===== src/hdl/ctl_pkg.sv =====
// Shared widths, opcodes, cause codes and queue sizing for the commit control unit
package ctl_pkg;

	// Instruction fields
	typedef logic [31:0] instr_t;
	typedef logic [6:0]  opcode_t;
	typedef logic [2:0]  funct3_t;
	typedef logic [6:0]  funct7_t;

	// RISC-V exception cause, low four bits of mcause
	typedef logic [3:0]  except_code_t;

	// TLB flush request type
	typedef enum logic [1:0] {
		NO_FLUSH   = 2'd0,
		FLUSH_ALL  = 2'd1,
		FLUSH_ASID = 2'd2
	} tlb_flush_e;

	// Major opcodes
	localparam opcode_t OPCODE_SYSTEM   = 7'b1110011;
	localparam opcode_t OPCODE_MISC_MEM = 7'b0001111;
	localparam opcode_t OPCODE_LOAD     = 7'b0000011;

	// Minor opcodes
	localparam funct3_t FUNCT3_FENCE_I = 3'd1;
	localparam funct3_t FUNCT3_PRIV    = 3'd0;

	// Full encodings of the environment instructions
	localparam instr_t  INSTR_ECALL       = 32'h0000_0073;
	localparam instr_t  INSTR_EBREAK      = 32'h0010_0073;
	localparam funct7_t FUNCT7_SFENCE_VMA = 7'h09;

	// Exception causes
	localparam except_code_t E_I_MISALIGNED   = 4'd0;
	localparam except_code_t E_I_ACCESS_FAULT = 4'd1;
	localparam except_code_t E_ILLEGAL_INSTR  = 4'd2;
	localparam except_code_t E_BREAKPOINT     = 4'd3;
	localparam except_code_t E_LD_MISALIGNED  = 4'd4;
	localparam except_code_t E_LD_ACCESS_FAULT = 4'd5;
	localparam except_code_t E_ST_MISALIGNED  = 4'd6;
	localparam except_code_t E_ST_ACCESS_FAULT = 4'd7;
	localparam except_code_t E_ECALL_U        = 4'd8;
	localparam except_code_t E_ECALL_S        = 4'd9;
	localparam except_code_t E_ECALL_M        = 4'd11;
	localparam except_code_t E_I_PAGE_FAULT   = 4'd12;
	localparam except_code_t E_LD_PAGE_FAULT  = 4'd13;
	localparam except_code_t E_ST_PAGE_FAULT  = 4'd15;

	// Commit queue sizing, also the sender's credit count after reset
	localparam int CQ_DEPTH = 4;
	localparam int CQ_PTR_W = 2;
	localparam int RECORD_W = 37;

	typedef logic [CQ_PTR_W-1:0] cq_ptr_t;

	// Instruction, exception flag, cause
	typedef logic [RECORD_W-1:0] record_t;

endpackage

===== src/hdl/commit_ctl_top.sv =====
// Commit-side control unit top: queue, control FSM and maintenance sequencer
`timescale 1ns/1ps

module commit_ctl_top (
	input  logic                  clk_i,
	input  logic                  rst_n_i,
	// Commit record sender
	input  logic                  rec_valid_i,
	input  ctl_pkg::instr_t       rec_instr_i,
	input  logic                  rec_except_i,
	input  ctl_pkg::except_code_t rec_code_i,
	output logic                  credit_o,
	// Pipeline control
	output logic                  flush_o,
	output logic                  abort_o,
	output logic                  stall_o,
	output logic                  trap_o,
	output ctl_pkg::except_code_t trap_cause_o,
	output logic                  retire_o,
	// Memory system
	output logic                  clr_l1tlb_mshr_o,
	output logic                  clr_l2tlb_mshr_o,
	output logic                  clear_dmshr_o,
	output ctl_pkg::tlb_flush_e   l1tlb_flush_type_o,
	output ctl_pkg::tlb_flush_e   l2tlb_flush_type_o,
	output logic                  synch_l1dc_l2c_o,
	input  logic                  l2c_update_done_i
);

	// Queue head
	logic                  head_valid;
	ctl_pkg::instr_t       head_instr;
	logic                  head_except;
	ctl_pkg::except_code_t head_code;
	logic                  head_pop;

	// FSM to sequencer command
	logic                  cmd_valid;
	logic                  cmd_clr_tlb_mshr;
	logic                  cmd_clr_dmshr;
	ctl_pkg::tlb_flush_e   cmd_tlb_flush;
	logic                  cmd_sync;
	logic                  seq_busy;

	commit_queue u_queue (
		.clk_i         (clk_i),
		.rst_n_i       (rst_n_i),
		.rec_valid_i   (rec_valid_i),
		.rec_instr_i   (rec_instr_i),
		.rec_except_i  (rec_except_i),
		.rec_code_i    (rec_code_i),
		.head_pop_i    (head_pop),
		.head_valid_o  (head_valid),
		.head_instr_o  (head_instr),
		.head_except_o (head_except),
		.head_code_o   (head_code),
		.credit_o      (credit_o)
	);

	commit_ctl_fsm u_fsm (
		.clk_i              (clk_i),
		.rst_n_i            (rst_n_i),
		.head_valid_i       (head_valid),
		.head_instr_i       (head_instr),
		.head_except_i      (head_except),
		.head_code_i        (head_code),
		.head_pop_o         (head_pop),
		.seq_busy_i         (seq_busy),
		.cmd_valid_o        (cmd_valid),
		.cmd_clr_tlb_mshr_o (cmd_clr_tlb_mshr),
		.cmd_clr_dmshr_o    (cmd_clr_dmshr),
		.cmd_tlb_flush_o    (cmd_tlb_flush),
		.cmd_sync_o         (cmd_sync),
		.flush_o            (flush_o),
		.abort_o            (abort_o),
		.stall_o            (stall_o),
		.trap_o             (trap_o),
		.trap_cause_o       (trap_cause_o),
		.retire_o           (retire_o)
	);

	maint_sequencer u_seq (
		.clk_i              (clk_i),
		.rst_n_i            (rst_n_i),
		.cmd_valid_i        (cmd_valid),
		.cmd_clr_tlb_mshr_i (cmd_clr_tlb_mshr),
		.cmd_clr_dmshr_i    (cmd_clr_dmshr),
		.cmd_tlb_flush_i    (cmd_tlb_flush),
		.cmd_sync_i         (cmd_sync),
		.seq_busy_o         (seq_busy),
		.clr_l1tlb_mshr_o   (clr_l1tlb_mshr_o),
		.clr_l2tlb_mshr_o   (clr_l2tlb_mshr_o),
		.clear_dmshr_o      (clear_dmshr_o),
		.l1tlb_flush_type_o (l1tlb_flush_type_o),
		.l2tlb_flush_type_o (l2tlb_flush_type_o),
		.synch_l1dc_l2c_o   (synch_l1dc_l2c_o),
		.l2c_update_done_i  (l2c_update_done_i)
	);

endmodule


===== src/hdl/maint_sequencer.sv =====
// Issues TLB/MSHR clears and the L1D to L2 sync, one command at a time
`timescale 1ns/1ps

module maint_sequencer (
	input  logic                clk_i,
	input  logic                rst_n_i,
	// Command from the control FSM
	input  logic                cmd_valid_i,
	input  logic                cmd_clr_tlb_mshr_i,
	input  logic                cmd_clr_dmshr_i,
	input  ctl_pkg::tlb_flush_e cmd_tlb_flush_i,
	input  logic                cmd_sync_i,
	output logic                seq_busy_o,
	// Memory system
	output logic                clr_l1tlb_mshr_o,
	output logic                clr_l2tlb_mshr_o,
	output logic                clear_dmshr_o,
	output ctl_pkg::tlb_flush_e l1tlb_flush_type_o,
	output ctl_pkg::tlb_flush_e l2tlb_flush_type_o,
	output logic                synch_l1dc_l2c_o,
	input  logic                l2c_update_done_i
);

	typedef enum logic [1:0] {
		IDLE,
		ISSUE,
		SYNC,
		DONE
	} state_t;

	state_t state;
	state_t next_state;

	// Latched command
	logic                clr_tlb_q;
	logic                clr_dmshr_q;
	ctl_pkg::tlb_flush_e tlb_flush_q;
	logic                sync_q;

	// Out of reset the unit issues the start-up clean-up on its own
	always_ff @(posedge clk_i or negedge rst_n_i) begin
		if (!rst_n_i) begin
			state       <= ISSUE;
			clr_tlb_q   <= 1'b1;
			clr_dmshr_q <= 1'b0;
			tlb_flush_q <= ctl_pkg::FLUSH_ALL;
			sync_q      <= 1'b0;
		end else begin
			state <= next_state;
			if ((state == IDLE) && cmd_valid_i) begin
				clr_tlb_q   <= cmd_clr_tlb_mshr_i;
				clr_dmshr_q <= cmd_clr_dmshr_i;
				tlb_flush_q <= cmd_tlb_flush_i;
				sync_q      <= cmd_sync_i;
			end
		end
	end

	always_comb begin
		next_state = state;
		case (state)
			IDLE: begin
				if (cmd_valid_i) begin
					next_state = ISSUE;
				end
			end
			ISSUE: begin
				if (sync_q && !l2c_update_done_i) begin
					next_state = SYNC;
				end else begin
					next_state = DONE;
				end
			end
			SYNC: begin
				// L2 update latency is not fixed
				if (l2c_update_done_i) begin
					next_state = DONE;
				end
			end
			DONE: begin
				next_state = IDLE;
			end
			default: begin
				next_state = IDLE;
			end
		endcase
	end

	assign seq_busy_o = (state != IDLE);

	// One-cycle strobes in ISSUE
	assign clr_l1tlb_mshr_o   = (state == ISSUE) && clr_tlb_q;
	assign clr_l2tlb_mshr_o   = (state == ISSUE) && clr_tlb_q;
	assign clear_dmshr_o      = (state == ISSUE) && clr_dmshr_q;
	assign l1tlb_flush_type_o = (state == ISSUE) ? tlb_flush_q : ctl_pkg::NO_FLUSH;
	assign l2tlb_flush_type_o = (state == ISSUE) ? tlb_flush_q : ctl_pkg::NO_FLUSH;

	// Level request, held until the L2 reports completion
	assign synch_l1dc_l2c_o = ((state == ISSUE) && sync_q) || (state == SYNC);

endmodule


===== src/hdl/commit_ctl_fsm.sv =====
// Commit control FSM: classifies the queue head and raises flush, trap or maintenance
`timescale 1ns/1ps

module commit_ctl_fsm (
	input  logic                  clk_i,
	input  logic                  rst_n_i,
	// Queue head
	input  logic                  head_valid_i,
	input  ctl_pkg::instr_t       head_instr_i,
	input  logic                  head_except_i,
	input  ctl_pkg::except_code_t head_code_i,
	output logic                  head_pop_o,
	// Maintenance sequencer
	input  logic                  seq_busy_i,
	output logic                  cmd_valid_o,
	output logic                  cmd_clr_tlb_mshr_o,
	output logic                  cmd_clr_dmshr_o,
	output ctl_pkg::tlb_flush_e   cmd_tlb_flush_o,
	output logic                  cmd_sync_o,
	// Pipeline control
	output logic                  flush_o,
	output logic                  abort_o,
	output logic                  stall_o,
	output logic                  trap_o,
	output ctl_pkg::except_code_t trap_cause_o,
	output logic                  retire_o
);

	typedef enum logic [1:0] {
		RESET,
		RUN,
		WAIT_MAINT
	} state_t;

	state_t state;
	state_t next_state;

	ctl_pkg::opcode_t opcode;
	ctl_pkg::funct3_t funct3;
	ctl_pkg::funct7_t funct7;

	logic is_fence_i;
	logic is_sfence_vma;
	logic is_ecall;
	logic is_ebreak;

	// Decoded action of the head record
	logic                  dec_flush;
	logic                  dec_abort;
	logic                  dec_trap;
	ctl_pkg::except_code_t dec_cause;
	logic                  dec_clr_tlb;
	logic                  dec_clr_dmshr;
	ctl_pkg::tlb_flush_e   dec_tlb_flush;
	logic                  dec_sync;
	logic                  dec_retire;
	logic                  dec_cmd;

	// Head is consumed this cycle
	logic go;

	assign opcode = head_instr_i[6:0];
	assign funct3 = head_instr_i[14:12];
	assign funct7 = head_instr_i[31:25];

	assign is_fence_i    = (opcode == ctl_pkg::OPCODE_MISC_MEM) &&
	                       (funct3 == ctl_pkg::FUNCT3_FENCE_I);
	assign is_sfence_vma = (opcode == ctl_pkg::OPCODE_SYSTEM) &&
	                       (funct3 == ctl_pkg::FUNCT3_PRIV) &&
	                       (funct7 == ctl_pkg::FUNCT7_SFENCE_VMA);
	assign is_ecall      = (head_instr_i == ctl_pkg::INSTR_ECALL);
	assign is_ebreak     = (head_instr_i == ctl_pkg::INSTR_EBREAK);

	// Classification, first match wins
	always_comb begin
		dec_flush     = 1'b0;
		dec_abort     = 1'b0;
		dec_trap      = 1'b0;
		dec_cause     = '0;
		dec_clr_tlb   = 1'b0;
		dec_clr_dmshr = 1'b0;
		dec_tlb_flush = ctl_pkg::NO_FLUSH;
		dec_sync      = 1'b0;
		dec_retire    = 1'b0;
		if (head_except_i) begin
			case (head_code_i)
				ctl_pkg::E_I_MISALIGNED,
				ctl_pkg::E_I_ACCESS_FAULT,
				ctl_pkg::E_I_PAGE_FAULT: begin
					dec_flush   = 1'b1;
					dec_clr_tlb = 1'b1;
				end
				ctl_pkg::E_LD_MISALIGNED,
				ctl_pkg::E_LD_ACCESS_FAULT,
				ctl_pkg::E_ST_MISALIGNED,
				ctl_pkg::E_ST_ACCESS_FAULT,
				ctl_pkg::E_LD_PAGE_FAULT,
				ctl_pkg::E_ST_PAGE_FAULT: begin
					dec_flush     = 1'b1;
					dec_clr_dmshr = 1'b1;
				end
				ctl_pkg::E_ILLEGAL_INSTR: begin
					dec_flush = 1'b1;
					dec_abort = 1'b1;
				end
				default: begin
					dec_trap  = 1'b1;
					dec_cause = head_code_i;
				end
			endcase
		end else if (is_fence_i) begin
			dec_clr_tlb = 1'b1;
		end else if (is_sfence_vma) begin
			// Drop translations and write back L1D before anything younger commits
			dec_clr_tlb   = 1'b1;
			dec_clr_dmshr = 1'b1;
			dec_tlb_flush = ctl_pkg::FLUSH_ALL;
			dec_sync      = 1'b1;
		end else if (is_ecall) begin
			dec_trap  = 1'b1;
			dec_cause = ctl_pkg::E_ECALL_U;
		end else if (is_ebreak) begin
			dec_trap  = 1'b1;
			dec_cause = ctl_pkg::E_BREAKPOINT;
		end else begin
			dec_retire = 1'b1;
		end
	end

	assign dec_cmd = dec_clr_tlb || dec_clr_dmshr || dec_sync ||
	                 (dec_tlb_flush != ctl_pkg::NO_FLUSH);

	// Hold off while the start-up clean-up is still running
	assign go = (state == RUN) && head_valid_i && !seq_busy_i;

	always_ff @(posedge clk_i or negedge rst_n_i) begin
		if (!rst_n_i) begin
			state <= RESET;
		end else begin
			state <= next_state;
		end
	end

	always_comb begin
		next_state = state;
		case (state)
			RESET: begin
				next_state = RUN;
			end
			RUN: begin
				if (go && dec_cmd) begin
					next_state = WAIT_MAINT;
				end
			end
			WAIT_MAINT: begin
				if (!seq_busy_i) begin
					next_state = RUN;
				end
			end
			default: begin
				next_state = RESET;
			end
		endcase
	end

	// Outputs
	assign head_pop_o = go;
	assign stall_o    = (state == WAIT_MAINT);
	assign flush_o    = (state == RESET) || (go && dec_flush);
	assign abort_o    = go && dec_abort;
	assign trap_o     = go && dec_trap;
	assign trap_cause_o = dec_cause;
	assign retire_o   = go && dec_retire;

	assign cmd_valid_o        = go && dec_cmd;
	assign cmd_clr_tlb_mshr_o = dec_clr_tlb;
	assign cmd_clr_dmshr_o    = dec_clr_dmshr;
	assign cmd_tlb_flush_o    = dec_tlb_flush;
	assign cmd_sync_o         = dec_sync;

endmodule


===== src/hdl/commit_queue.sv =====
// Credit-controlled FIFO that buffers commit records ahead of the control FSM
`timescale 1ns/1ps

module commit_queue (
	input  logic                  clk_i,
	input  logic                  rst_n_i,
	// Sender side
	input  logic                  rec_valid_i,
	input  ctl_pkg::instr_t       rec_instr_i,
	input  logic                  rec_except_i,
	input  ctl_pkg::except_code_t rec_code_i,
	// Head of queue towards the FSM
	input  logic                  head_pop_i,
	output logic                  head_valid_o,
	output ctl_pkg::instr_t       head_instr_o,
	output logic                  head_except_o,
	output ctl_pkg::except_code_t head_code_o,
	// One pulse per freed entry
	output logic                  credit_o
);

	ctl_pkg::record_t mem [ctl_pkg::CQ_DEPTH];

	ctl_pkg::cq_ptr_t          wr_ptr;
	ctl_pkg::cq_ptr_t          rd_ptr;
	logic [ctl_pkg::CQ_PTR_W:0] count;

	ctl_pkg::record_t wr_rec;
	ctl_pkg::record_t head_rec;
	logic             push;
	logic             pop;

	function automatic ctl_pkg::cq_ptr_t ptr_inc(input ctl_pkg::cq_ptr_t ptr);
		if (ptr == ctl_pkg::cq_ptr_t'(ctl_pkg::CQ_DEPTH - 1)) begin
			return '0;
		end
		return ptr + 1'b1;
	endfunction

	// Sender only writes with a credit in hand, so no full check here
	assign push   = rec_valid_i;
	assign pop    = head_pop_i && head_valid_o;
	assign wr_rec = {rec_instr_i, rec_except_i, rec_code_i};

	assign head_valid_o = (count != '0);
	assign head_rec     = mem[rd_ptr];
	assign {head_instr_o, head_except_o, head_code_o} = head_rec;

	// Record storage
	always_ff @(posedge clk_i) begin
		if (push) begin
			mem[wr_ptr] <= wr_rec;
		end
	end

	// Pointers, occupancy and credit return
	always_ff @(posedge clk_i or negedge rst_n_i) begin
		if (!rst_n_i) begin
			wr_ptr   <= '0;
			rd_ptr   <= '0;
			count    <= '0;
			credit_o <= 1'b0;
		end else begin
			if (push) begin
				wr_ptr <= ptr_inc(wr_ptr);
			end
			if (pop) begin
				rd_ptr <= ptr_inc(rd_ptr);
			end
			case ({push, pop})
				2'b10:   count <= count + 1'b1;
				2'b01:   count <= count - 1'b1;
				default: count <= count;
			endcase
			// Credit goes back one cycle after the pop
			credit_o <= pop;
		end
	end

endmodule


===== config.mk =====
export PLATFORM = sky130hd
export DESIGN_NAME = commit_ctl_top
export DESIGN_NICKNAME = d
export VERILOG_FILES = /design/src/hdl/ctl_pkg.sv /design/src/hdl/commit_ctl_top.sv /design/src/hdl/maint_sequencer.sv /design/src/hdl/commit_ctl_fsm.sv /design/src/hdl/commit_queue.sv
export SDC_FILE = /design/constraint.sdc
export NUM_CORES = 1
export LEC_CHECK = 0
export BUFFER_PORTS_ARGS = -buffer_cell sky130_fd_sc_hd__buf_2
export CAP_MARGIN = 40
export CORE_AREA = 2 2 107 109
export DETAILED_ROUTE_END_ITERATION = 6
export DIE_AREA = 0 0 109 111
export PLACE_DENSITY = 0.79
export SYNTH_ARGS = -nofsm -noshare
export SYNTH_HDL_FRONTEND = slang
export SYNTH_SLANG_ARGS = --single-unit
export TNS_END_PERCENT = 100

===== constraint.sdc =====
create_clock -name clk_i -period 4.8 [get_ports clk_i]
set_input_delay 0 -clock clk_i [delete_from_list [all_inputs] [get_ports clk_i]]
set_output_delay 0 -clock clk_i [all_outputs]
set_load 0.02 [all_outputs]

[After elaboration in Yosys (flattened, before gate mapping)]
Memory sizes are Yosys's and may differ from the RTL's.
Cells that the tools add are included.
Storage, ports and cells
  register bits: 17
  bits in writable memories: 148
  output and inout port bits: 18
  logic and storage cells: 130
  memories: 1
Operators by class
  add/sub/neg operators: 4
  eq/ne operators: 28
  muxes and demuxes: 51
  reductions and logical operators: 36
Memories
  u_queue.mem: words 4, bits a word 37, rd ports 1, clocked after memory_dff 0, wr ports 1, line commit_queue.sv:22  | ctl_pkg::record_t mem [ctl_pkg::CQ_DEPTH];
Operator list (count)
  32-bit by 21-bit equality test with 1-bit output (second input constant): 1
  32-bit by 7-bit equality test with 1-bit output (second input constant): 1
  1-bit 2-to-1 mux: 31
  2-bit 2-to-1 mux: 12
  4-bit 2-to-1 mux: 5
  4-bit by 3-bit equality test with 1-bit output (second input constant): 4
  1-bit logical AND: 16
  7-bit by 4-bit equality test with 1-bit output (second input constant): 2
  2-bit equality test (second input constant): 6
  4-bit equality test (second input constant): 3
  10-bit OR reduction: 1
  2-bit one-hot mux with 4 select lines: 1
  7-bit equality test (second input constant): 1
  2-bit by 1-bit equality test with 1-bit output (second input constant): 3
  2-bit one-hot mux with 3 select lines: 1
  3-bit one-hot mux with 2 select lines: 1
  2-bit nonzero test: 3
  6-bit OR reduction: 1
  1-bit logical OR: 5
  2-bit by 1-bit adder with 2-bit output (second input constant): 2
  4-bit by 1-bit equality test with 1-bit output (second input constant): 1
  4-bit by 2-bit equality test with 1-bit output (second input constant): 1
  2-bit logical NOT: 2
  4-bit logical NOT: 1
  other kinds (10): 14

[Logic depth before layout (Yosys ltp)]
Gate-level depths: netlist of run 1.
An unclocked memory read counts as a cell.
  word-level depth: 13
  depth in mapped cells: 11
  mapped depth without buffers: 10

[Cells and area by module]
A second synthesis of run 1 with hierarchy kept.
Unflattened totals
  cells, all modules: 332
  area total of the unflattened synthesis: 6652.6 sq um
Modules (own cells, without submodules)
  commit_queue: times used 1, cells each 234, area each 5775.5 sq um
  commit_ctl_fsm: times used 1, cells each 61, area each 460.4 sq um
  maint_sequencer: times used 1, cells each 37, area each 416.6 sq um

[Worst setup path after synthesis of run 1]
Ideal clock, no wire load.
  path kind: reg-to-reg
  from: register u_seq.state[1]
  to: register u_queue.count[2] (netlist bit)
  library setup time: 0.079 ns
  data arrival time: 2.294 ns
  required time: 4.721 ns
  setup slack: 2.426 ns
  cell stages (with the launch flop): 12
  path buffers: 1
  cells stage by stage: dfrtp_1 -> inv_1 -> ha_1 -> nand2_1 -> nor3_1 -> clkbuf_1 -> ha_1 -> inv_1 -> fa_1 -> xor2_1 -> nor2_1 -> xor2_1
On the way
  word-level cells in the longest chain between the ends: 6
  elaborated cells on any way between the ends: 8
  those cells by class: eq/ne: 2; mux: 1; reduce/logical: 5
RTL lines
  from (decl): line maint_sequencer.sv:31  | state_t state;
  from (signal assigned): line maint_sequencer.sv:49  | state <= next_state;
  2-bit nonzero test (*): line maint_sequencer.sv:89  | assign seq_busy_o = (state != IDLE);
  1-bit logical NOT (*): line commit_ctl_fsm.sv:134  | assign go = (state == RUN) && head_valid_i && !seq_busy_i;
  1-bit logical AND (*): line commit_ctl_fsm.sv:134
  1-bit logical AND (*): line commit_queue.sv:42  | assign pop = head_pop_i && head_valid_o;
  via u_queue.pop: line commit_queue.sv:31  | logic pop;
  2-bit by 1-bit equality test with 1-bit output / 2-bit equality test (equally long branches): line commit_queue.sv:70  | case ({push, pop})
  3-bit one-hot mux with 2 select lines / 2-bit nonzero test (equally long branches)
  to (signal assigned): line commit_queue.sv:71  | 2'b10: count <= count + 1'b1;
  to (signal assigned): line commit_queue.sv:72  | 2'b01: count <= count - 1'b1;
  to (signal assigned): line commit_queue.sv:73  | default: count <= count;
  to (decl): line commit_queue.sv:26  | logic [ctl_pkg::CQ_PTR_W:0] count;
Mark *: on every way through the listed nets, which the timed path passes. The rest lies on a longest branch.
A chain may end at the register's enable or synchronous reset.

[Worst setup path in the final report of run 1]
  from: register u_queue.rd_ptr[0]
  to: output trap_cause_o[0]
On the way
  word-level cells in the longest chain between the ends: 7
  elaborated cells on any way between the ends: 28
  those cells by class: eq/ne: 15; mux: 6; reduce/logical: 6; memory: 1
RTL lines
  from (decl): line commit_queue.sv:25  | ctl_pkg::cq_ptr_t rd_ptr;
  from (signal assigned): line commit_queue.sv:68  | rd_ptr <= ptr_inc(rd_ptr);
  memory read 4 x 37 bit (*)
  32-bit by 21-bit equality test with 1-bit output (tied with other cells): line commit_ctl_fsm.sv:72  | assign is_ebreak = (head_instr_i == ctl_pkg::INSTR_EBREAK);
  2-bit 2-to-1 mux / 1-bit logical AND (equally long branches): line commit_ctl_fsm.sv:122, commit_ctl_fsm.sv:68
  4-bit 2-to-1 mux / 1-bit logical AND (equally long branches): line commit_ctl_fsm.sv:119, commit_ctl_fsm.sv:69
  4-bit 2-to-1 mux: line commit_ctl_fsm.sv:113  | end else if (is_sfence_vma) begin
  4-bit 2-to-1 mux: line commit_ctl_fsm.sv:111  | end else if (is_fence_i) begin
  4-bit 2-to-1 mux (*): line commit_ctl_fsm.sv:85  | if (head_except_i) begin
  to (decl): line commit_ctl_top.sv:18  | output ctl_pkg::except_code_t trap_cause_o,
Mark *: on every way between the ends. The rest lies on a longest branch, timed or not.

==> results of run 1 <==
cell usage after synthesis, types with 2 or more instances:
cell type  number
nand2_1        14
and2_1         11
and3_1          3
mux2i_1         5
nor2b_1         2
ha_1            9
a21o_1          4
nand2b_1        3
o21ai_2         2
dfrtp_1        13
edfxtp_1      148
and2_0          4
o22ai_1         3
a21boi_0        2
buf_4           7
a211oi_1        3
o21ai_0         9
mux2_2          3
nor4b_1         2
nor3_1          7
mux4_2         16
dfstp_2         3
nor2_1          8
or4_1           2
nand3_1         5
o31ai_1         2
xor2_1          2
inv_1          15
nor4_1         13
nor3b_1         3
o2111ai_1       2
o221ai_1        3
a21oi_1         3
state kept, by name (all words and copies together) (netlist names):
signal	flops
u_queue.mem	148
u_queue.count	3
u_fsm.state	2
u_queue.rd_ptr	2
u_queue.wr_ptr	2
u_seq.state	2
u_queue.credit_o	1
u_seq.clr_dmshr_q	1
u_seq.clr_tlb_q	1
u_seq.sync_q	1
u_seq.tlb_flush_q	1
timing repair:
action | in CTS | in global routing
gates resized for setup | 0 | 0
endpoints found under the setup margin | 0 | 0
endpoints found under the hold margin | 166 | 0
hold buffers | 39 | 0
buffers inserted | 0 | 0
routing by layer:
layer | vias up | global-route usage (%) | part of all wire [%]
li1 | 1619 | - | -
met5 | - | 0 | 0
met1 | 1735 | 25.4 | 41
met3 | 20 | 5.11 | 4.2
met2 | 87 | 35.0 | 53
met4 | 0 | 9.40 | 2.1
cells by family (layout without fill, tap and decap cells):
| kind of cell | Yosys count | in the layout | share of synthesized area, % |
|---|---|---|---|
| simple gates | 82 | 82 | 7.22 |
| fa+ha+maj | 10 | 10 | 2.08 |
| xor+xnor | 3 | 3 | 0.412 |
| compound gates | 42 | 42 | 4.92 |
| mux | 25 | 25 | 7.20 |
| flops | 164 | 164 | 76.0 |
| other cells | 1 | 2 | 0.0588 |
| buf+inv | 26 | 150 | 2.08 |
layout make-up:
| type | instances | area [µm²] | area share, % |
|---|---|---|---|
| Sequential cell | 164 | 4850 | 62.2 |
| Tap cell | 143 | 179 | 2.29 |
| Multi-Input combinational cell | 164 | 1400 | 18.0 |
| Inverter | 16 | 60.1 | 0.770 |
| Clock inverter | 15 | 155 | 1.99 |
| Timing Repair Buffer | 102 | 731 | 9.37 |
| Clock buffer | 17 | 425 | 5.45 |
power by group through the flow:
stage / registers, W / clock network, W / logic (W)
after global placement: 0.00200 / 0 / 0.000992
after floorplan: 0.00195 / 0 / 0.000800
after detailed placement: 0.00200 / 0 / 0.00105
after CTS: 0.00197 / 0.00132 / 0.00108
after global routing: 0.00200 / 0.00138 / 0.00118
final: 0.00197 / 0.00131 / 0.00107
metrics by stage:
| step | cell area, µm² | hold slack [ns] | setup slack, ns | util [%] |
|---|---|---|---|---|
| floorplan | 6380 | -0.296 | 2.43 | - |
| global placement | 6810 | -0.0739 | 1.90 | 61.5 |
| detailed placement | 6830 | -0.0698 | 1.83 | 61.6 |
| CTS | 7800 | 0.0150 | 1.39 | 70.4 |
| global route | 7800 | 0.0652 | 1.21 | 70.4 |
| finish | 7800 | 0.0253 | 1.44 | 70.4 |
worst max-delay path: cells and delay by family, from the launching register on:
kind            cells  cell delay (ns)
compound gates      2             0.48
simple gates        3             0.60
flops               1             0.67
mux                 1             0.56
buf+inv             2             0.61
worst max path at each step:
stage	start	end	slack, ns	depth (start not counted)
floorplan	u_seq.state[1]$_DFFE_PN0P_	u_queue.count[2]$_DFFE_PN0P_	2.43	11
global placement	u_queue.rd_ptr[0]$_DFFE_PN0N_	u_seq.state[1]$_DFFE_PN0P_	1.90	7
detailed placement	u_queue.rd_ptr[0]$_DFFE_PN0N_	u_seq.state[1]$_DFFE_PN0P_	1.83	7
CTS	u_queue.rd_ptr[0]$_DFFE_PN0N_	trap_cause_o[0]	1.39	8
global route	u_queue.rd_ptr[0]$_DFFE_PN0N_	trap_cause_o[0]	1.21	8
finish	u_queue.rd_ptr[0]$_DFFE_PN0N_	trap_cause_o[0]	1.44	8
==> metrics.md, run 1 <==
| Metric | Value |
|---|---|
| Drt via density | 5.57 |
| Critical Path AT | 3.36 ns |
| Port bufs | 56 |
| # fillers | 687 |
| Top Ports | 59 |
| Core ar. | 11100 µm² |
| Critical Path End Type | output port |
| # diodes | 0 |
| Worst-Margin Slew | 0.549 ns |
| Routed wire length per instance | 18.6 µm |
| Post-route DRC | 0 |
| Num CTS Buffers | 17 |
| Chip Width | 109 µm |
| Non-Filler Instances | 621 |
| Worst r2r path cells | 7 |
| R2r endpoint | u_seq.state[1]$_DFFE_PN0P_ |
| Post-synthesis cell count | 353 |
| Worst-path clk slew | 0.06 ns |
| Root buf cell | clkbuf_16 |
| Hold crit path type | input port to asynchronous set/reset pin |
| WP data required | 4.80 ns |
| NetSw | 0.00129 W |
| Cell Area, Synth | 6380 µm² |
| Gate power share | 24.6% |
| Post-synth EDFFs | 148 |
| Post-synthesis cell type count | 55 |
| Clk buf depth | 2 |
| Pre-antenna DRT Iters | 4 |
| Worst skew pair latency | 0.42 ns |
| Slowest cell on the critical path | dfrtp_1 |
| Setup Crit Path Kind | flip-flop to output port |
| CP max FO | 17 |
| RSZ-0062 raised after global routing | false |
| Hold Fails Final Rpt | 0 |
| Max Cap Viol | 0 |
| P&R area growth vs syn | 22.3% |
| Ranking of synthesized cells by area | edfxtp_1, mux4_2, dfrtp_1 |
| Max transition margin | 63.4% |
| Int Pwr | 0.00307 W |
| Initial drt markers | 269 |
| Reg power frac | 45.3% |
| Synthesized area per cell | 18.1 µm² |
| FF-to-FF setup slack | 1.82 ns |
| Total Power | 0.00436 W |
| Starting Density | 57.6% |
| Sequential cell area fraction in the yosys report | 76.0% |
| Layout Nets | 516 |
| Final period utilization | 70.1% |
| Most frequent cells in the layout | edfxtp_1, buf_2, dlygate4sd3_1 |
| Vias in the first global route | 3637 |
| Worst VDD drop | 0.401 mV |
| First-pass GRT wire length | 18.3 mm |
| YS warnings | 0 |
| Layout cell share with drive strength beyond 1 | 25.3% |
| Vias | 3461 |
| Primary FF master, synth | edfxtp_1 |
| Sw frac | 29.5% |
| Worst flop-to-flop path startpoint | u_queue.rd_ptr[0]$_DFFE_PN0N_ |
| Total track usage | 20.9% |
| Largest net degree at the start of global routing | 38 |
| Row count | 39 |
| FMAX | 297 MHz |
| Total gr overflow | 0 |
| Power share of the clock group | 30.2% |
| Max stage delay on crit path | 0.67 ns |
| Final HPWL from detailed placement | 7.03 mm |
| Worst Skew | 0.00581 ns |
| Setup crit start kind | flip-flop |
| Worst path cell trace | buf_4 > mux4_2 > nor3b_1 > and2_1 > nand3_1 > a21o_1 > o31ai_1 > buf_2 |
| Status | finished, final reports clean |
| Leading cell type in the layout, fill and taps excluded | edfxtp_1 |
| GPL Wtd Cong | 0.764 |
| Clock sinks | 164 |
| Post-Route WL | 11.5 mm |
| Setup tns final | 0 ns |
| Setup Viol. Count Final | 0 |
| Initial antenna violation count | 0 |
| Slew Viols, Final | 0 |
| PwrDens | 559 nW/µm² |
| Top cell type's share of synthesized area | 69.7% |
| Flops & latches, synth | 164 |
| ANT nets after route | 0 |
| Pleak | 2.79 nW |
| Full die area | 12100 µm² |
| Dominant cell type by area after synthesis | edfxtp_1 |
| CTS H-tree depth | 4 |
| Die Span Y | 111 µm |
| Crit path time final | 3.36 ns |
| Placed insts | 550 |
| Synth async-reset ratio | 9.76% |
| CTS tree | done |
Note: power is estimated with default switching activity, not from simulation.
==> run 2: changes to the inputs <==
--- a/config.mk
+++ b/config.mk
@@ -7,10 +7,10 @@
 export LEC_CHECK = 0
 export BUFFER_PORTS_ARGS = -buffer_cell sky130_fd_sc_hd__buf_2
 export CAP_MARGIN = 40
-export CORE_AREA = 2 2 107 109
+export CORE_AREA = 2 2 113 115
 export DETAILED_ROUTE_END_ITERATION = 6
-export DIE_AREA = 0 0 109 111
-export PLACE_DENSITY = 0.79
+export DIE_AREA = 0 0 115 117
+export PLACE_DENSITY = 0.74
 export SYNTH_ARGS = -nofsm -noshare
 export SYNTH_HDL_FRONTEND = slang
 export SYNTH_SLANG_ARGS = --single-unit
==> constraint.sdc (replaced) <==
create_clock -name clk_i -period 3 [get_ports clk_i]
set_input_delay 0 -clock clk_i [delete_from_list [all_inputs] [get_ports clk_i]]
set_output_delay 0 -clock clk_i [all_outputs]
set_load 0.02 [all_outputs]
==> metrics.md, run 2 (synthesized netlist as in run 1, its figures left out) <==
| Metric | Value |
|---|---|
| Total track usage | 18.4% |
| Crit path time final | 2.86 ns |
| Reg area | 4850 µm² |
| Full die area | 13500 µm² |
| Worst VDD drop | 0.497 mV |
| Total gr overflow | 0 |
| Drt via density | 5.48 |
| Most flops, register | u_queue.mem |
| Setup crit start kind | flip-flop |
| Worst r2r path cells | 7 |
| ANT nets after route | 0 |
| Leading cell type in the layout, fill and taps excluded | edfxtp_1 |
| First-pass GRT wire length | 17.9 mm |
| Port bufs | 56 |
| Slew Viols, Final | 0 |
| Clk buf depth | 2 |
| Max reg flops | 148 |
| Critical Path AT | 2.86 ns |
| Die Span Y | 117 µm |
| Num CTS Buffers | 17 |
| Post-CTS Setup Inserts | 0 |
| Starting Density | 51.8% |
| Footprint of the multi-input gates | 1410 µm² |
| Setup tns final | 0 ns |
| # fillers | 899 |
| Hold crit path type | input port to asynchronous set/reset pin |
| Row count | 41 |
| WP data required | 3.00 ns |
| Initial drt markers | 200 |
| Initial antenna violation count | 0 |
| FMAX | 350 MHz |
| PwrDens | 887 nW/µm² |
| Post-Route WL | 11.4 mm |
| Worst-Margin Slew | 0.560 ns |
| Final HPWL from detailed placement | 7.32 mm |
| GPL Wtd Cong | 0.816 |
| CP max FO | 8 |
| Setup Viol. Count Final | 0 |
| Setup Crit Path Kind | flip-flop to output port |
| CTS tree | done |
| Critical Path End Type | output port |
| Worst path cell trace | buf_4 > nor4_1 > nand3_1 > o21ai_0 > o2111ai_1 > a21o_1 > o31ai_1 > buf_2 |
| Worst skew pair latency | 0.42 ns |
| Root buf cell | clkbuf_16 |
| Pleak | 2.79 nW |
| Most frequent cells in the layout | edfxtp_1, buf_2, dlygate4sd3_1 |
| Chip Width | 115 µm |
| Vias | 3444 |
| P&R area growth vs syn | 22.3% |
| Worst-path clk slew | 0.06 ns |
| Layout Nets | 517 |
| Pre-antenna DRT Iters | 4 |
| Max stage delay on crit path | 0.50 ns |
| Top Ports | 59 |
| Non-Filler Instances | 629 |
| Worst Skew | 0.00735 ns |
| Slowest cell on the critical path | dfrtp_1 |
| Final period utilization | 95.3% |
| # diodes | 0 |
| Status | finished, final reports clean |
| Layout cell share with drive strength beyond 1 | 25.5% |
| CTS H-tree depth | 4 |
| Post-route DRC | 0 |
| Placed insts | 558 |
| Max Cap Viol | 0 |
| Vias in the first global route | 3516 |
| Max transition margin | 62.7% |
| Routed wire length per instance | 18.2 µm |
| Clock sinks | 164 |
| Biggest regs | u_queue.mem x148, u_queue.count x3 |
| RSZ-0062 raised after global routing | false |
| Core ar. | 12300 µm² |
| Largest net degree at the start of global routing | 38 |
| Hold Fails Final Rpt | 0 |
[run 2: worst paths after layout]
| kind | from | end | slack [ns] |
|---|---|---|---|
| max in group asynchronous | rst_n_i | u_seq.clr_tlb_q$_DFFE_PN1P_ | 2.64 |
| min in group clk_i | l2c_update_done_i | u_seq.state[0]$_DFFE_PN1P_ | 0.06 |
| max | u_queue.rd_ptr[1]$_DFFE_PN0N_ | trap_cause_o[0] | 0.14 |
| min | rst_n_i | u_queue.rd_ptr[1]$_DFFE_PN0N_ | 0.04 |
| min reg2reg | u_seq.tlb_flush_q[0]$_DFFE_PN1P_ | u_seq.tlb_flush_q[0]$_DFFE_PN1P_ | 0.47 |
| max reg2reg | u_queue.rd_ptr[1]$_DFFE_PN0N_ | u_seq.state[1]$_DFFE_PN0P_ | 0.51 |
[run 2: final cells by class]
type / count / area share (%)
Timing Repair Buffer: 103 / 9.53
Multi-Input combinational cell: 164 / 18.0
Inverter: 16 / 0.770
Sequential cell: 164 / 62.1
Tap cell: 150 / 2.41
Clock buffer: 19 / 5.55
Clock inverter: 13 / 1.59
[run 2: power breakdown]
group	internal, W	switching (W)
Clock	0.00115	0.000879
Combinational	0.000741	0.00103
Sequential	0.00296	0.000155
Total	0.00486	0.00206
[run 2: routing by layer]
| layer | vias to the layer above | routed length [µm] | track usage, % |
|---|---|---|---|
| met5 | - | 0 | 0 |
| met4 | 0 | 129 | 6.51 |
| met3 | 9 | 442 | 4.99 |
| met2 | 72 | 5930 | 31.6 |
| met1 | 1738 | 4930 | 22.8 |
| li1 | 1625 | - | - |
[run 2: per-stage QoR]
stage               instance area [µm²]  worst slack, ns  hold slack, ns  power [W]  utilization [%]
floorplan                          6380            0.626          -0.296    0.00440                -
global placement                   6850            0.581         -0.0647    0.00483             55.6
detailed placement                 6850            0.560         -0.0577    0.00490             55.6
CTS                                7800            0.140          0.0370    0.00698             63.3
global route                       7800           0.0142          0.0565    0.00726             63.4
finish                             7800            0.141          0.0408    0.00692             63.4
[run 2: worst max-delay path: cells and delay by family (launching register included)]
family / cells / cell delay, ns
buffers and inverters: 2 / 0.46
AND/OR/NAND/NOR: 2 / 0.51
flip-flops: 1 / 0.50
AO/OA/AOI/OAI: 4 / 0.97
[run 2: what timing repair did]
| item | 4_1_cts | 5_1_grt |
|---|---|---|
| hold buffers | 39 | 0 |
| resized for setup | 0 | 1 |
| endpoints found under the setup margin | 0 | 2 |
| endpoints found under the hold margin | 166 | 0 |
==> run 3: changes to the inputs <==
--- a/config.mk
+++ b/config.mk
@@ -5,12 +5,13 @@
 export SDC_FILE = /design/constraint.sdc
 export NUM_CORES = 1
 export LEC_CHECK = 0
+export ABC_AREA = 1
 export BUFFER_PORTS_ARGS = -buffer_cell sky130_fd_sc_hd__buf_2
 export CAP_MARGIN = 40
-export CORE_AREA = 2 2 113 115
+export CORE_AREA = 2 2 118 120
 export DETAILED_ROUTE_END_ITERATION = 6
-export DIE_AREA = 0 0 115 117
-export PLACE_DENSITY = 0.74
+export DIE_AREA = 0 0 120 122
+export PLACE_DENSITY = 0.73
 export SYNTH_ARGS = -nofsm -noshare
 export SYNTH_HDL_FRONTEND = slang
 export SYNTH_SLANG_ARGS = --single-unit
==> metrics.md, run 3 <==
| Metric | Value |
|---|---|
| Status | finished, final reports clean |
| Synthesized area per cell | 11.7 µm² |
| YS warnings | 0 |
| PwrDens | 931 nW/µm² |
| Commonest cells in the netlist | nand2_1, edfxtp_1, nor2_1, inv_1, nand3_1 |
| Ranking of synthesized cells by area | edfxtp_1, nand2_1, dfrtp_1 |
| Post-synth EDFFs | 148 |
| Slew Viols, Final | 0 |
| # fillers | 1014 |
| Layout Nets | 743 |
| Mux cell area share after synthesis | 0.145% |
| Worst skew pair latency | 0.43 ns |
| Flops & latches, synth | 164 |
| R2r endpoint | u_seq.state[1]$_DFFE_PN0P_ |
| Post-synthesis cell count | 589 |
| Placed insts | 813 |
| ANT nets after route | 0 |
| Worst-Margin Slew | 0.754 ns |
| Max Cap Viol | 0 |
| Max stage delay on crit path | 0.55 ns |
| Root buf cell | clkbuf_16 |
| Worst r2r path cells | 16 |
| Setup Crit Path Kind | flip-flop to output port |
| Setup tns final | 0 ns |
| Cell Area, Synth | 6900 µm² |
| RSZ-0062 raised after global routing | false |
| Num CTS Buffers | 17 |
| Clk buf depth | 2 |
| Most frequent cell after synthesis | nand2_1 |
| Drt via density | 5.23 |
| Met1 Use GR | 26.1% |
| Sequential cell area fraction in the yosys report | 70.3% |
| Initial drt markers | 427 |
| Core ar. | 13500 µm² |
| Worst Skew | 0.0160 ns |
| FF-to-FF setup slack | 0.69 ns |
| Top Ports | 59 |
| Dominant cell type by area after synthesis | edfxtp_1 |
| Primary FF master, synth | edfxtp_1 |
| Main combinational cell family by area after synthesis | simple AND/OR/NAND/NOR gates |
| Most frequent cells in the layout | nand2_1, edfxtp_1, buf_2 |
| Leading cell type in the layout, fill and taps excluded | nand2_1 |
| Post-synthesis cell type count | 44 |
| Grt met2 use | 34.2% |
| Synth Area in Compound Gates | 4.83% |
| Pleak | 3.37 nW |
| Die Span Y | 122 µm |
| Full die area | 14600 µm² |
| First-pass GRT wire length | 22.5 mm |
| P&R area growth vs syn | 21.3% |
| Final HPWL from detailed placement | 8.78 mm |
| Synth async-reset ratio | 9.76% |
| Busiest metal layer after global routing | met2 |
| Max reg flops | 148 |
| Starting Density | 51.1% |
| Vias | 4627 |
| Port bufs | 56 |
| # diodes | 0 |
| WP data required | 3.00 ns |
| Routing usage on met3 | 4.73% |
| Hold crit path type | input port to asynchronous set/reset pin |
| Setup crit start kind | flip-flop |
| Clock sinks | 164 |
| Row count | 43 |
| Crit path time final | 2.69 ns |
| Top cell type's share of synthesized area | 64.4% |
| Non-Filler Instances | 885 |
| Initial antenna violation count | 0 |
| Critical Path End Type | output port |
| Chip Width | 120 µm |
| Reg area | 4850 µm² |
| Largest net degree at the start of global routing | 58 |
| Post-CTS Resized | 0 |
| Crit-path most repeated cell | nor2_1 |
| Biggest regs | u_queue.mem x148, u_queue.count x3 |
| CTS H-tree depth | 4 |
| Hold Fails Final Rpt | 0 |
| Most flops, register | u_queue.mem |
| Max transition margin | 49.7% |
| Critical Path AT | 2.69 ns |
| Worst flop-to-flop path startpoint | u_queue.rd_ptr[0]$_DFFE_PN0N_ |
| Hold WS | 0.0101 ns |
| Slowest cell on the critical path | inv_1 |
| Routed wire length per instance | 16.0 µm |
| Worst-path clk slew | 0.06 ns |
| Worst VDD drop | 0.411 mV |
| Setup Viol. Count Final | 0 |
| GPL Wtd Cong | 0.883 |
| Vias in the first global route | 4519 |
| Total track usage | 20.6% |
| Synth Area in Adders | 1.92% |
| Final period utilization | 89.7% |
| CP max FO | 22 |
| Total gr overflow | 0 |
| FMAX | 372 MHz |
| Post-Route WL | 14.1 mm |
| Post-route DRC | 0 |
| Pre-antenna DRT Iters | 5 |
| Footprint of the multi-input gates | 1700 µm² |
| Synth Area in XOR/XNOR | 0.254% |
| CTS tree | done |
| Simple-gate share of the synthesized area | 17.5% |
| Worst path cell trace | inv_1 > buf_4 > nor2_1 > a31oi_2 > nand4_1 > nor2_1 > nand3_1 > a21oi_1 > buf_2 |
| Layout cell share with drive strength beyond 1 | 16.0% |
[run 3: cell types whose count changed in the layout (fill, tap and decap cells not counted), moves of 5 or more]
cell / change
nand2_1: +148
nor2_1: +42
nand3_1: +41
inv_1: +33
mux4_2: -16
and2_1: -11
nor4_1: -11
a21oi_1: +8
nor3_1: +7
o21ai_0: +7
clkinv_4: -5
[run 3: worst max-delay path by stage]
| stage | startpoint | end | slack (ns) | cells past startpoint |
|---|---|---|---|---|
| final | u_queue.rd_ptr[1]$_DFFE_PN0N_ | trap_o | 0.31 | 9 |
| after CTS | u_queue.rd_ptr[1]$_DFFE_PN0N_ | trap_o | 0.30 | 9 |
| after floorplan | u_seq.state[1]$_DFFE_PN0P_ | u_queue.count[2]$_DFFE_PN0P_ | 0.67 | 10 |
| after global placement | u_queue.rd_ptr[1]$_DFFE_PN0N_ | trap_o | 0.84 | 9 |
| after global routing | u_queue.rd_ptr[1]$_DFFE_PN0N_ | trap_cause_o[3] | 0.07 | 10 |
| after detailed placement | u_queue.rd_ptr[0]$_DFFE_PN0N_ | u_seq.state[1]$_DFFE_PN0P_ | 0.75 | 16 |
[run 3: repair_timing]
item | 4_1_cts | 5_1_grt
hold buffers | 40 | 0
endpoints found under the hold margin | 168 | 0
setup endpoints to repair | 0 | 0
buffers inserted | 0 | 0
[run 3: per-layer routing]
layer  part of all wire, %  vias up
met3                   5.4       17
met5                     0        -
met2                    50      152
li1                      -     2221
met4                   1.4        0
met1                    43     2237
[run 3: worst max-delay path, delay by kind of cell (launching register included)]
family,cells,cell delay [ns]
compound gates,2,0.41
buf+inv,3,1.03
flops,1,0.38
simple gates,4,0.45
[run 3: power breakdown]
| group | switching [W] | leakage (nW) | internal, W |
|---|---|---|---|
| sequential | 0.000152 | 1.55 | 0.00297 |
| clock | 0.000821 | 0.300 | 0.00147 |
| combinational | 0.00167 | 1.52 | 0.000715 |
[run 3: layout make-up]
type	instances	area share (%)
clock buffer	18	5.13
clock inverter	14	2.48
inverter	50	2.24
multi-input combinational	354	20.4
sequential	164	58.0
tap	180	2.69
timing repair buffer	105	9.10
[run 3: per-stage QoR]
stage	utilization, %	area, µm²	setup slack, ns	total power (W)
3_5_place_dp	54.2	7330	0.752	0.00548
5_1_grt	61.9	8360	0.0678	0.00825
3_3_place_gp	54.2	7330	0.835	0.00540
6_report	61.9	8360	0.309	0.00779
2_1_floorplan	-	6900	0.674	0.00486
4_1_cts	61.9	8360	0.304	0.00784
[run 3: cell families after synthesis]
kind of cell	after synthesis
muxes	1
DFF	164
other	1
xor gates and xnor gates	2
adders and majority gates	10
buffers and inverters	72
and+or+nand+nor	288
AOI/OAI and AO/OA	51
